### config.mk
export PLATFORM = sky130hd
export DESIGN_NAME = ultra_buffer
export DESIGN_NICKNAME = d
export VERILOG_FILES = /design/src/source/stream_pkg.sv /design/src/source/capture_pkg.sv /design/src/source/capture_memory.sv /design/src/source/capture_controller.sv /design/src/source/capture_readout.sv /design/src/source/ultra_buffer.sv
export VERILOG_INCLUDE_DIRS = /design/src /design/src/source
export SDC_FILE = /design/constraint.sdc
export NUM_CORES = 2
export LEC_CHECK = 0
export ABC_CLOCK_PERIOD_IN_PS = 4800
export BUFFER_PORTS_ARGS = -buffer_cell sky130_fd_sc_hd__buf_2
export CAP_MARGIN = 30
export CORE_ASPECT_RATIO = 2
export CORE_MARGIN = 1.5
export CORE_UTILIZATION = 30
export DETAILED_ROUTE_END_ITERATION = 12
export GPL_TIMING_DRIVEN = 0
export MAX_ROUTING_LAYER = met4
export RECOVER_POWER = 50
export SYNTH_ARGS = -nofsm -noshare
export SYNTH_HDL_FRONTEND = slang
export SYNTH_SLANG_ARGS = --single-unit
### constraint.sdc
create_clock -name clock -period 4.8 [get_ports clock]
set_input_delay 0.96 -clock clock [delete_from_list [all_inputs] [get_ports clock]]
set_output_delay 0.96 -clock clock [all_outputs]
set_load 0.02 [all_outputs]
### src/source/capture_config.svh
// Capture buffer widths

`ifndef CAPTURE_CONFIG_SVH
`define CAPTURE_CONFIG_SVH

// Memory address width, which sets the length of the capture window
`define CAPTURE_ADDRESS_WIDTH 5

// Number of beats held in one capture window
`define CAPTURE_DEPTH (1 << `CAPTURE_ADDRESS_WIDTH)

// Field widths of one stream beat
`define CAPTURE_DATA_WIDTH 32
`define CAPTURE_DEST_WIDTH 16
`define CAPTURE_USER_WIDTH 16

`endif

### src/source/stream_pkg.sv
// Stream beat types

`default_nettype none

`include "capture_config.svh"

package stream_pkg;

    // One beat of the input or output stream
    // The last flag only has meaning on the output side
    typedef struct packed {
        logic [`CAPTURE_DATA_WIDTH-1:0] data;
        logic [`CAPTURE_DEST_WIDTH-1:0] dest;
        logic [`CAPTURE_USER_WIDTH-1:0] user;
        logic                           last;
    } stream_beat_t;

endpackage

`default_nettype wire

### src/source/capture_pkg.sv
// Capture engine types

`default_nettype none

`include "capture_config.svh"

package capture_pkg;

    // Capture FSM states
    typedef enum logic [1:0] {
        IDLE,
        PRE_TRIGGER,
        POST_TRIGGER,
        READOUT
    } capture_state_t;

    // Word kept in the capture memory
    // The last flag is rebuilt on readout, so it is not stored
    typedef struct packed {
        logic [`CAPTURE_DATA_WIDTH-1:0] data;
        logic [`CAPTURE_DEST_WIDTH-1:0] dest;
        logic [`CAPTURE_USER_WIDTH-1:0] user;
    } stored_word_t;

endpackage

`default_nettype wire

### src/source/capture_memory.sv
// Capture memory

`timescale 1ns/100ps
`default_nettype none

`include "capture_config.svh"

module capture_memory (
    input  wire                                    clock,
    input  wire                                    wr_en,
    input  wire [`CAPTURE_ADDRESS_WIDTH-1:0]       wr_addr,
    input  wire capture_pkg::stored_word_t         wr_word,
    input  wire                                    rd_en,
    input  wire [`CAPTURE_ADDRESS_WIDTH-1:0]       rd_addr,
    output capture_pkg::stored_word_t              rd_word
);

    capture_pkg::stored_word_t mem [`CAPTURE_DEPTH];

    // Write port, one word per accepted input beat
    always_ff @(posedge clock) begin
        if (wr_en) begin
            mem[wr_addr] <= wr_word;
        end
    end

    // Registered read port, the word shows up one cycle after rd_en
    always_ff @(posedge clock) begin
        if (rd_en) begin
            rd_word <= mem[rd_addr];
        end
    end

endmodule

`default_nettype wire

### src/source/capture_controller.sv
// Capture controller

`timescale 1ns/100ps
`default_nettype none

`include "capture_config.svh"

module capture_controller (
    input  wire                                    clock,
    input  wire                                    arst_n,
    input  wire                                    enable,
    input  wire                                    trigger,
    input  wire [`CAPTURE_ADDRESS_WIDTH-1:0]       trigger_point,
    input  wire                                    in_valid,
    input  wire stream_pkg::stream_beat_t          in_beat,
    output logic                                   in_ready,
    output logic                                   full,
    output logic                                   wr_en,
    output logic [`CAPTURE_ADDRESS_WIDTH-1:0]      wr_addr,
    output capture_pkg::stored_word_t              wr_word,
    output logic                                   start,
    output logic [`CAPTURE_ADDRESS_WIDTH-1:0]      start_addr,
    input  wire                                    done
);

    capture_pkg::capture_state_t state;

    logic [`CAPTURE_ADDRESS_WIDTH-1:0] wr_ptr;

    // Beats written since arming, held at the largest trigger point
    logic [`CAPTURE_ADDRESS_WIDTH-1:0] pre_count;
    logic [`CAPTURE_ADDRESS_WIDTH:0]   pre_total;
    logic [`CAPTURE_ADDRESS_WIDTH-1:0] pre_next;

    // Post-trigger progress and the count latched when the trigger was taken
    logic [`CAPTURE_ADDRESS_WIDTH:0]   post_count;
    logic [`CAPTURE_ADDRESS_WIDTH:0]   post_target;
    logic [`CAPTURE_ADDRESS_WIDTH:0]   post_target_next;

    logic accept;
    logic trigger_taken;
    logic last_post_beat;

    // Input is only closed while the window is being replayed
    assign in_ready = enable && (state != capture_pkg::READOUT);
    assign accept   = in_valid && in_ready;

    // Every accepted beat goes straight into memory at the write pointer
    assign wr_en   = accept;
    assign wr_addr = wr_ptr;
    assign wr_word = '{data: in_beat.data, dest: in_beat.dest, user: in_beat.user};

    // After the last write the pointer sits on the oldest word of the window
    assign start_addr = wr_ptr;

    // A beat taken at the same edge as the trigger counts before it
    assign pre_total = {1'b0, pre_count} + {{`CAPTURE_ADDRESS_WIDTH{1'b0}}, accept};
    assign pre_next  = pre_total[`CAPTURE_ADDRESS_WIDTH] ?
                       {`CAPTURE_ADDRESS_WIDTH{1'b1}} :
                       pre_total[`CAPTURE_ADDRESS_WIDTH-1:0];

    assign trigger_taken = trigger && enable &&
                           (state == capture_pkg::PRE_TRIGGER) &&
                           (pre_total >= {1'b0, trigger_point});

    // Window length minus the beats kept from before the trigger
    assign post_target_next = {1'b1, {`CAPTURE_ADDRESS_WIDTH{1'b0}}} - {1'b0, trigger_point};

    assign last_post_beat = (state == capture_pkg::POST_TRIGGER) && accept &&
                            (post_count + 1'b1 == post_target);

    always_ff @(posedge clock or negedge arst_n) begin
        if (!arst_n) begin
            state       <= capture_pkg::IDLE;
            wr_ptr      <= '0;
            pre_count   <= '0;
            post_count  <= '0;
            post_target <= '0;
            full        <= 1'b0;
            start       <= 1'b0;
        end else begin
            start <= 1'b0;

            if (accept) begin
                wr_ptr <= wr_ptr + 1'b1;
            end

            case (state)
                capture_pkg::IDLE: begin
                    // pre_count is zero here, so a beat taken now is the first one
                    if (enable) begin
                        state     <= capture_pkg::PRE_TRIGGER;
                        pre_count <= pre_next;
                    end
                end

                capture_pkg::PRE_TRIGGER: begin
                    if (!enable) begin
                        state     <= capture_pkg::IDLE;
                        pre_count <= '0;
                    end else begin
                        pre_count <= pre_next;
                        if (trigger_taken) begin
                            state       <= capture_pkg::POST_TRIGGER;
                            post_count  <= '0;
                            post_target <= post_target_next;
                        end
                    end
                end

                capture_pkg::POST_TRIGGER: begin
                    if (!enable) begin
                        state     <= capture_pkg::IDLE;
                        pre_count <= '0;
                    end else if (last_post_beat) begin
                        state <= capture_pkg::READOUT;
                        full  <= 1'b1;
                        start <= 1'b1;
                    end else if (accept) begin
                        post_count <= post_count + 1'b1;
                    end
                end

                capture_pkg::READOUT: begin
                    // Replay always runs to the end, then the buffer re-arms
                    if (done) begin
                        state     <= capture_pkg::PRE_TRIGGER;
                        full      <= 1'b0;
                        pre_count <= '0;
                    end
                end

                default: begin
                    state <= capture_pkg::IDLE;
                end
            endcase
        end
    end

endmodule

`default_nettype wire

### src/source/capture_readout.sv
// Capture window readout

`timescale 1ns/100ps
`default_nettype none

`include "capture_config.svh"

module capture_readout (
    input  wire                                    clock,
    input  wire                                    arst_n,
    input  wire                                    start,
    input  wire [`CAPTURE_ADDRESS_WIDTH-1:0]       start_addr,
    input  wire                                    out_ready,
    output logic                                   rd_en,
    output logic [`CAPTURE_ADDRESS_WIDTH-1:0]      rd_addr,
    input  wire capture_pkg::stored_word_t         rd_word,
    output logic                                   out_valid,
    output stream_pkg::stream_beat_t               out_beat,
    output logic                                   done
);

    logic                              reading;
    logic [`CAPTURE_ADDRESS_WIDTH-1:0] rd_ptr;
    logic [`CAPTURE_ADDRESS_WIDTH-1:0] rd_remaining;

    // Read issued last cycle, its word is on rd_word now
    logic rd_pending;
    logic rd_pending_last;

    // Second buffer entry behind the output register
    logic                     skid_valid;
    stream_pkg::stream_beat_t skid_beat;
    stream_pkg::stream_beat_t landing_beat;

    logic       pop;
    logic       head_free;
    logic       load_head_from_skid;
    logic       load_head_from_read;
    logic       load_skid;
    logic [1:0] occupancy;
    logic [1:0] occupancy_next;

    assign landing_beat = '{
        data: rd_word.data,
        dest: rd_word.dest,
        user: rd_word.user,
        last: rd_pending_last
    };

    assign pop       = out_valid && out_ready;
    assign head_free = pop || !out_valid;

    // Entries still held at the end of this cycle, counting the word now landing
    assign occupancy      = {1'b0, out_valid} + {1'b0, skid_valid};
    assign occupancy_next = occupancy + {1'b0, rd_pending} - {1'b0, pop};

    // The first read goes out with start, later ones only if the word will fit
    assign rd_en   = start || (reading && (occupancy_next < 2'd2));
    assign rd_addr = start ? start_addr : rd_ptr;

    assign load_head_from_skid = head_free && skid_valid;
    assign load_head_from_read = head_free && !skid_valid && rd_pending;
    assign load_skid           = rd_pending && !load_head_from_read;

    assign done = pop && out_beat.last;

    always_ff @(posedge clock or negedge arst_n) begin
        if (!arst_n) begin
            reading         <= 1'b0;
            rd_ptr          <= '0;
            rd_remaining    <= '0;
            rd_pending      <= 1'b0;
            rd_pending_last <= 1'b0;
            out_valid       <= 1'b0;
            skid_valid      <= 1'b0;
        end else begin
            rd_pending <= rd_en;

            if (start) begin
                // The word at start_addr is read now, the rest follow
                reading         <= 1'b1;
                rd_ptr          <= start_addr + 1'b1;
                rd_remaining    <= {`CAPTURE_ADDRESS_WIDTH{1'b1}};
                rd_pending_last <= 1'b0;
            end else if (rd_en) begin
                rd_ptr          <= rd_ptr + 1'b1;
                rd_remaining    <= rd_remaining - 1'b1;
                rd_pending_last <= (rd_remaining == 1);
                if (rd_remaining == 1) begin
                    reading <= 1'b0;
                end
            end

            if (head_free) begin
                out_valid <= skid_valid || rd_pending;
            end

            if (load_skid) begin
                skid_valid <= 1'b1;
            end else if (load_head_from_skid) begin
                skid_valid <= 1'b0;
            end
        end
    end

    // Beat payloads follow the valid flags above
    always_ff @(posedge clock) begin
        if (load_head_from_skid) begin
            out_beat <= skid_beat;
        end else if (load_head_from_read) begin
            out_beat <= landing_beat;
        end

        if (load_skid) begin
            skid_beat <= landing_beat;
        end
    end

endmodule

`default_nettype wire

### src/source/ultra_buffer.sv
// Triggered capture buffer

`timescale 1ns/100ps
`default_nettype none

`include "capture_config.svh"

module ultra_buffer (
    input  wire                                    clock,
    input  wire                                    arst_n,
    input  wire                                    enable,
    input  wire                                    trigger,
    input  wire [`CAPTURE_ADDRESS_WIDTH-1:0]       trigger_point,
    output logic                                   full,
    input  wire                                    in_valid,
    output logic                                   in_ready,
    input  wire stream_pkg::stream_beat_t          in_beat,
    output logic                                   out_valid,
    input  wire                                    out_ready,
    output stream_pkg::stream_beat_t               out_beat
);

    logic                              wr_en;
    logic [`CAPTURE_ADDRESS_WIDTH-1:0] wr_addr;
    capture_pkg::stored_word_t         wr_word;

    logic                              rd_en;
    logic [`CAPTURE_ADDRESS_WIDTH-1:0] rd_addr;
    capture_pkg::stored_word_t         rd_word;

    logic                              start;
    logic [`CAPTURE_ADDRESS_WIDTH-1:0] start_addr;
    logic                              done;

    capture_controller controller (
        .clock         (clock),
        .arst_n        (arst_n),
        .enable        (enable),
        .trigger       (trigger),
        .trigger_point (trigger_point),
        .in_valid      (in_valid),
        .in_beat       (in_beat),
        .in_ready      (in_ready),
        .full          (full),
        .wr_en         (wr_en),
        .wr_addr       (wr_addr),
        .wr_word       (wr_word),
        .start         (start),
        .start_addr    (start_addr),
        .done          (done)
    );

    capture_memory memory (
        .clock   (clock),
        .wr_en   (wr_en),
        .wr_addr (wr_addr),
        .wr_word (wr_word),
        .rd_en   (rd_en),
        .rd_addr (rd_addr),
        .rd_word (rd_word)
    );

    capture_readout readout (
        .clock      (clock),
        .arst_n     (arst_n),
        .start      (start),
        .start_addr (start_addr),
        .out_ready  (out_ready),
        .rd_en      (rd_en),
        .rd_addr    (rd_addr),
        .rd_word    (rd_word),
        .out_valid  (out_valid),
        .out_beat   (out_beat),
        .done       (done)
    );

endmodule

`default_nettype wire

==> flow_summary_export.csv <==
group,metric,value,unit
clock_tree,cts_made_buffers,201,
clock_tree,path_clk_slew,0.07,ns
clock_tree,htreeDepth,4,
status,violations,"capacitance limit, slew limit, setup timing",
power,p_leak,35.6,nW
route,drt-initial-drc-count,8012,
power,ir_worst_vdd,0.336,mV
clock_tree,tritoncts,"done",
route,firstDrtPassIters,6,
timing,hold_viol,0,
route,drc_errors,0,
global_route,grt_max_degree,45,
synthesis,synth-edff-count,2242,
timing,period_minus_slack,4.99,ns
synthesis,ys_warn_count,0,
synthesis,synthArstFlopShare,1.80,%
route,wire_per_inst,39.8,um
critical_path,crit_top_cell,"clkbuf_1",
floorplan,die_x,399,um
timing,setup_ws,-0.194,ns
critical_path,crit_start,"readout.rd_ptr[2]",
floorplan,start_util,30.1,%
timing,fin_crit_sh,104,%
floorplan,die_h,794,um
place,hpwl,340,mm
timing,worst_pin_slew,2.42,ns
power,powerDensity,580,nW/um2
route,via_count,65537,
critical_path,crit_buf_inv,5,
place,pre_cts_ws,-0.753,ns
critical_path,start_kind,"register",
critical_path,worstPathMaxFanout,10,
floorplan,die-area,317000,um2
synthesis,syn_nets,6515,
synthesis,synth_area,93900,um2
worst_hold_path,hp-class,"primary input to register",
clock_tree,postCtsSetupBuffers,0,
critical_path,cp-end-kind,"register",
finish,drive_gt1_share,15.5,%
place,dp.cells,10898,
critical_path,worstSetupPathType,"register to register",
timing,skew,0.0882,ns
timing,slew_headroom,-61.6,%
global_route,track_usage,28.8,%
synthesis,ys_types,70,
global_route,grt_pass1_vias,64846,
global_route,overflow,0,
place,portBuffers,142,
floorplan,core_area,312000,um2
clock_tree,cts_root_buffer,"clkbuf_16",
route,totalWireLength,451,mm
clock_tree,clock_sinks,2283,
synthesis,ys_ff_latch,2283,
floorplan,rows,290,
route,route.antenna.remaining_nets,0,
critical_path,worstPathArrival,5.56,ns
finish,fin_nets,7120,
timing,fmax,0.200,GHz
worst_hold_path,hp-start,"trigger_point[4]",
critical_path,critPathMaxStageDelay,0.88,ns
critical_path,cp_cell_sequence,"clkbuf_1, mux2_2, buf_2, clkdlybuf4s15_1, clkbuf_1, buf_8, a211oi_1, o31ai_1",
critical_path,crit_slowest_cell,"o31ai_1",
global_route,grt_pass1_wl,589,mm
finish,area_growth,18.4,%
status,status,"complete, but fails checks",
critical_path,cp.required,5.36,ns
critical_path,crit_family,"buffers and inverters",
route,vias_per_cell,5.79,
global_route,grt_antenna_before_repair,55,
critical_path,r2r_start,"readout.rd_ptr[2]",
synthesis,avgSynthCellArea,14.6,um2
timing,tns,-1.24,ns
power,power,64.5,mW
synthesis,syn_inst,6416,
clock_tree,clockBufferDepth,4,
finish,final_cells,11321,
timing,slew_viol_final,2120,
clock_tree,clkLatencyLatePin,0.92,ns
floorplan,io_pins,144,
flow_run,cap_violations,67,
synthesis,synthFlopType,"edfxtp_1",
place,gp_congestion,1.03,
synthesis,ys_seq_area_share,72.8,%
timing,setup_violations,13,
-- per-stage QoR --
step / area, um2 / util [%] / hold WS [ns]
after global placement: 99800 / 32.0 / 0.430
after global routing: 111000 / 35.7 / 0.391
after floorplan: 93900 / - / 0.420
final: 111000 / 35.7 / 0.399
after CTS: 111000 / 35.6 / 0.359
after detailed placement: 104000 / 33.5 / 0.430
-- routing by layer --
| layer | routed length, um | up-vias | track usage [%] |
|---|---|---|---|
| met2 | 227000 | 4045 | 49.5 |
| met3 | 31800 | 1699 | 5.53 |
| met1 | 134000 | 33298 | 26.1 |
| met4 | 57700 | 0 | 28.3 |
| li1 | - | 26495 | - |
| met5 | 0 | - | - |
-- cell families (layout without fill, tap and decap cells) --
logic type,after synthesis,count (layout),synth area share [%]
and+or+nand+nor,1437,1437,6.60
other,0,60,0
adders and majority gates,23,23,0.306
buffers and inverters,520,1277,2.46
AOI/OAI and AO/OA,1802,1802,12.3
xor gates and xnor gates,26,26,0.242
DFF,2283,2283,72.8
muxes,325,325,5.31
-- area by class of cell --
| class | instances | area, um2 |
|---|---|---|
| diodes | 60 | 150 |
| plain buffers | 488 | 2280 |
| clock buffers | 230 | 5160 |
| clock inverters | 125 | 1420 |
| fillers | 29603 | 200000 |
| inverters | 23 | 86.3 |
| multi-input cells | 3613 | 23600 |
| flip-flops and latches | 2283 | 68400 |
| well taps | 4088 | 5110 |
| repair buffers | 411 | 5110 |
-- where the power goes --
group	leakage (nW)	switching (mW)	internal, mW
logic	11.6	17.8	6.31
registers	20.7	0.349	23.0
clock network	3.21	7.77	9.29
total	35.6	25.9	38.6
-- placed cells by master, fill, tap and decap left out, types with 32 or more instances in the layout --
cell / n
edfxtp_1: 2242
nand2_1: 895
a21oi_1: 611
clkbuf_1: 318
a211oi_1: 278
o21ai_0: 256
buf_2: 230
clkbuf_16: 202
nand3_1: 131
mux4_2: 130
mux2i_1: 116
nor2_1: 116
a31oi_1: 97
buf_8: 97
buf_12: 96
o22ai_1: 91
mux2_2: 74
diode_2: 60
nor3_1: 54
a311oi_1: 53
and3_1: 50
buf_1: 49
a21boi_0: 46
o221ai_1: 46
o31ai_1: 42
clkinv_1: 41
dfrtp_1: 41
a2111oi_0: 40
clkbuf_2: 38
buf_4: 36
a2bb2oi_1: 36
clkinv_2: 34
nor2_4: 32
-- cells in the mapped netlist, types with 36 or more instances --
library cell	number	area, um2
a2111oi_0	41	359
a211oi_1	278	2090
a21boi_0	46	345
a21oi_1	611	3060
a2bb2oi_1	36	315
a311oi_1	53	464
a31oi_1	98	613
and3_1	50	313
buf_1	63	236
buf_2	149	746
clkbuf_1	252	946
dfrtp_1	41	1030
edfxtp_1	2242	67300
mux2_2	76	856
mux2i_1	117	1170
mux4_2	130	2930
nand2_1	896	3360
nand3_1	131	656
nor2_1	148	556
nor3_1	56	280
o21ai_0	257	1290
o221ai_1	46	403
o22ai_1	91	569
o31ai_1	46	345
-- registers in the layout, summed over array words and instances (netlist names), 2 cells and up --
signal / cells
controller.post_count: 6
controller.post_target: 6
controller.pre_count: 5
controller.start_addr: 5
controller.state: 2
memory.mem: 2048
memory.rd_word: 64
readout.out_beat: 65
readout.rd_ptr: 5
readout.rd_remaining: 5
readout.skid_beat: 65
-- worst reg2reg max path, cell delays in order, from the launching register on --
cell	delay, ns
dfrtp_1	0.38
clkbuf_1	0.56
mux2_2	0.51
buf_2	0.38
clkdlybuf4s15_1	0.81
clkbuf_1	0.62
buf_8	0.26
a211oi_1	0.23
o31ai_1	0.88
-- timing repair --
| item | CTS | global route |
|---|---|---|
| setup endpoints to repair | 16 | 14 |
| hold buffers | 1 | 0 |
| hold endpoints to repair | 9 | 0 |
| resized for setup | 13 | 17 |
| pin swaps | 1 | 1 |
-- worst paths after layout --
path                                             endpoint  slack, ns  cells after the start
max in group asynchronous        controller.post_count[1]       1.65                      3
worst max register to register          memory.rd_word[9]      -0.19                      8
worst max-delay path                    memory.rd_word[9]      -0.19                      8
worst min-delay path            controller.post_target[4]       0.40                      3
worst min register to register      readout.skid_beat[30]       0.42                      0
min in group asynchronous         controller.pre_count[4]       0.59                      2
Note: power is estimated with default switching activity, not from simulation.
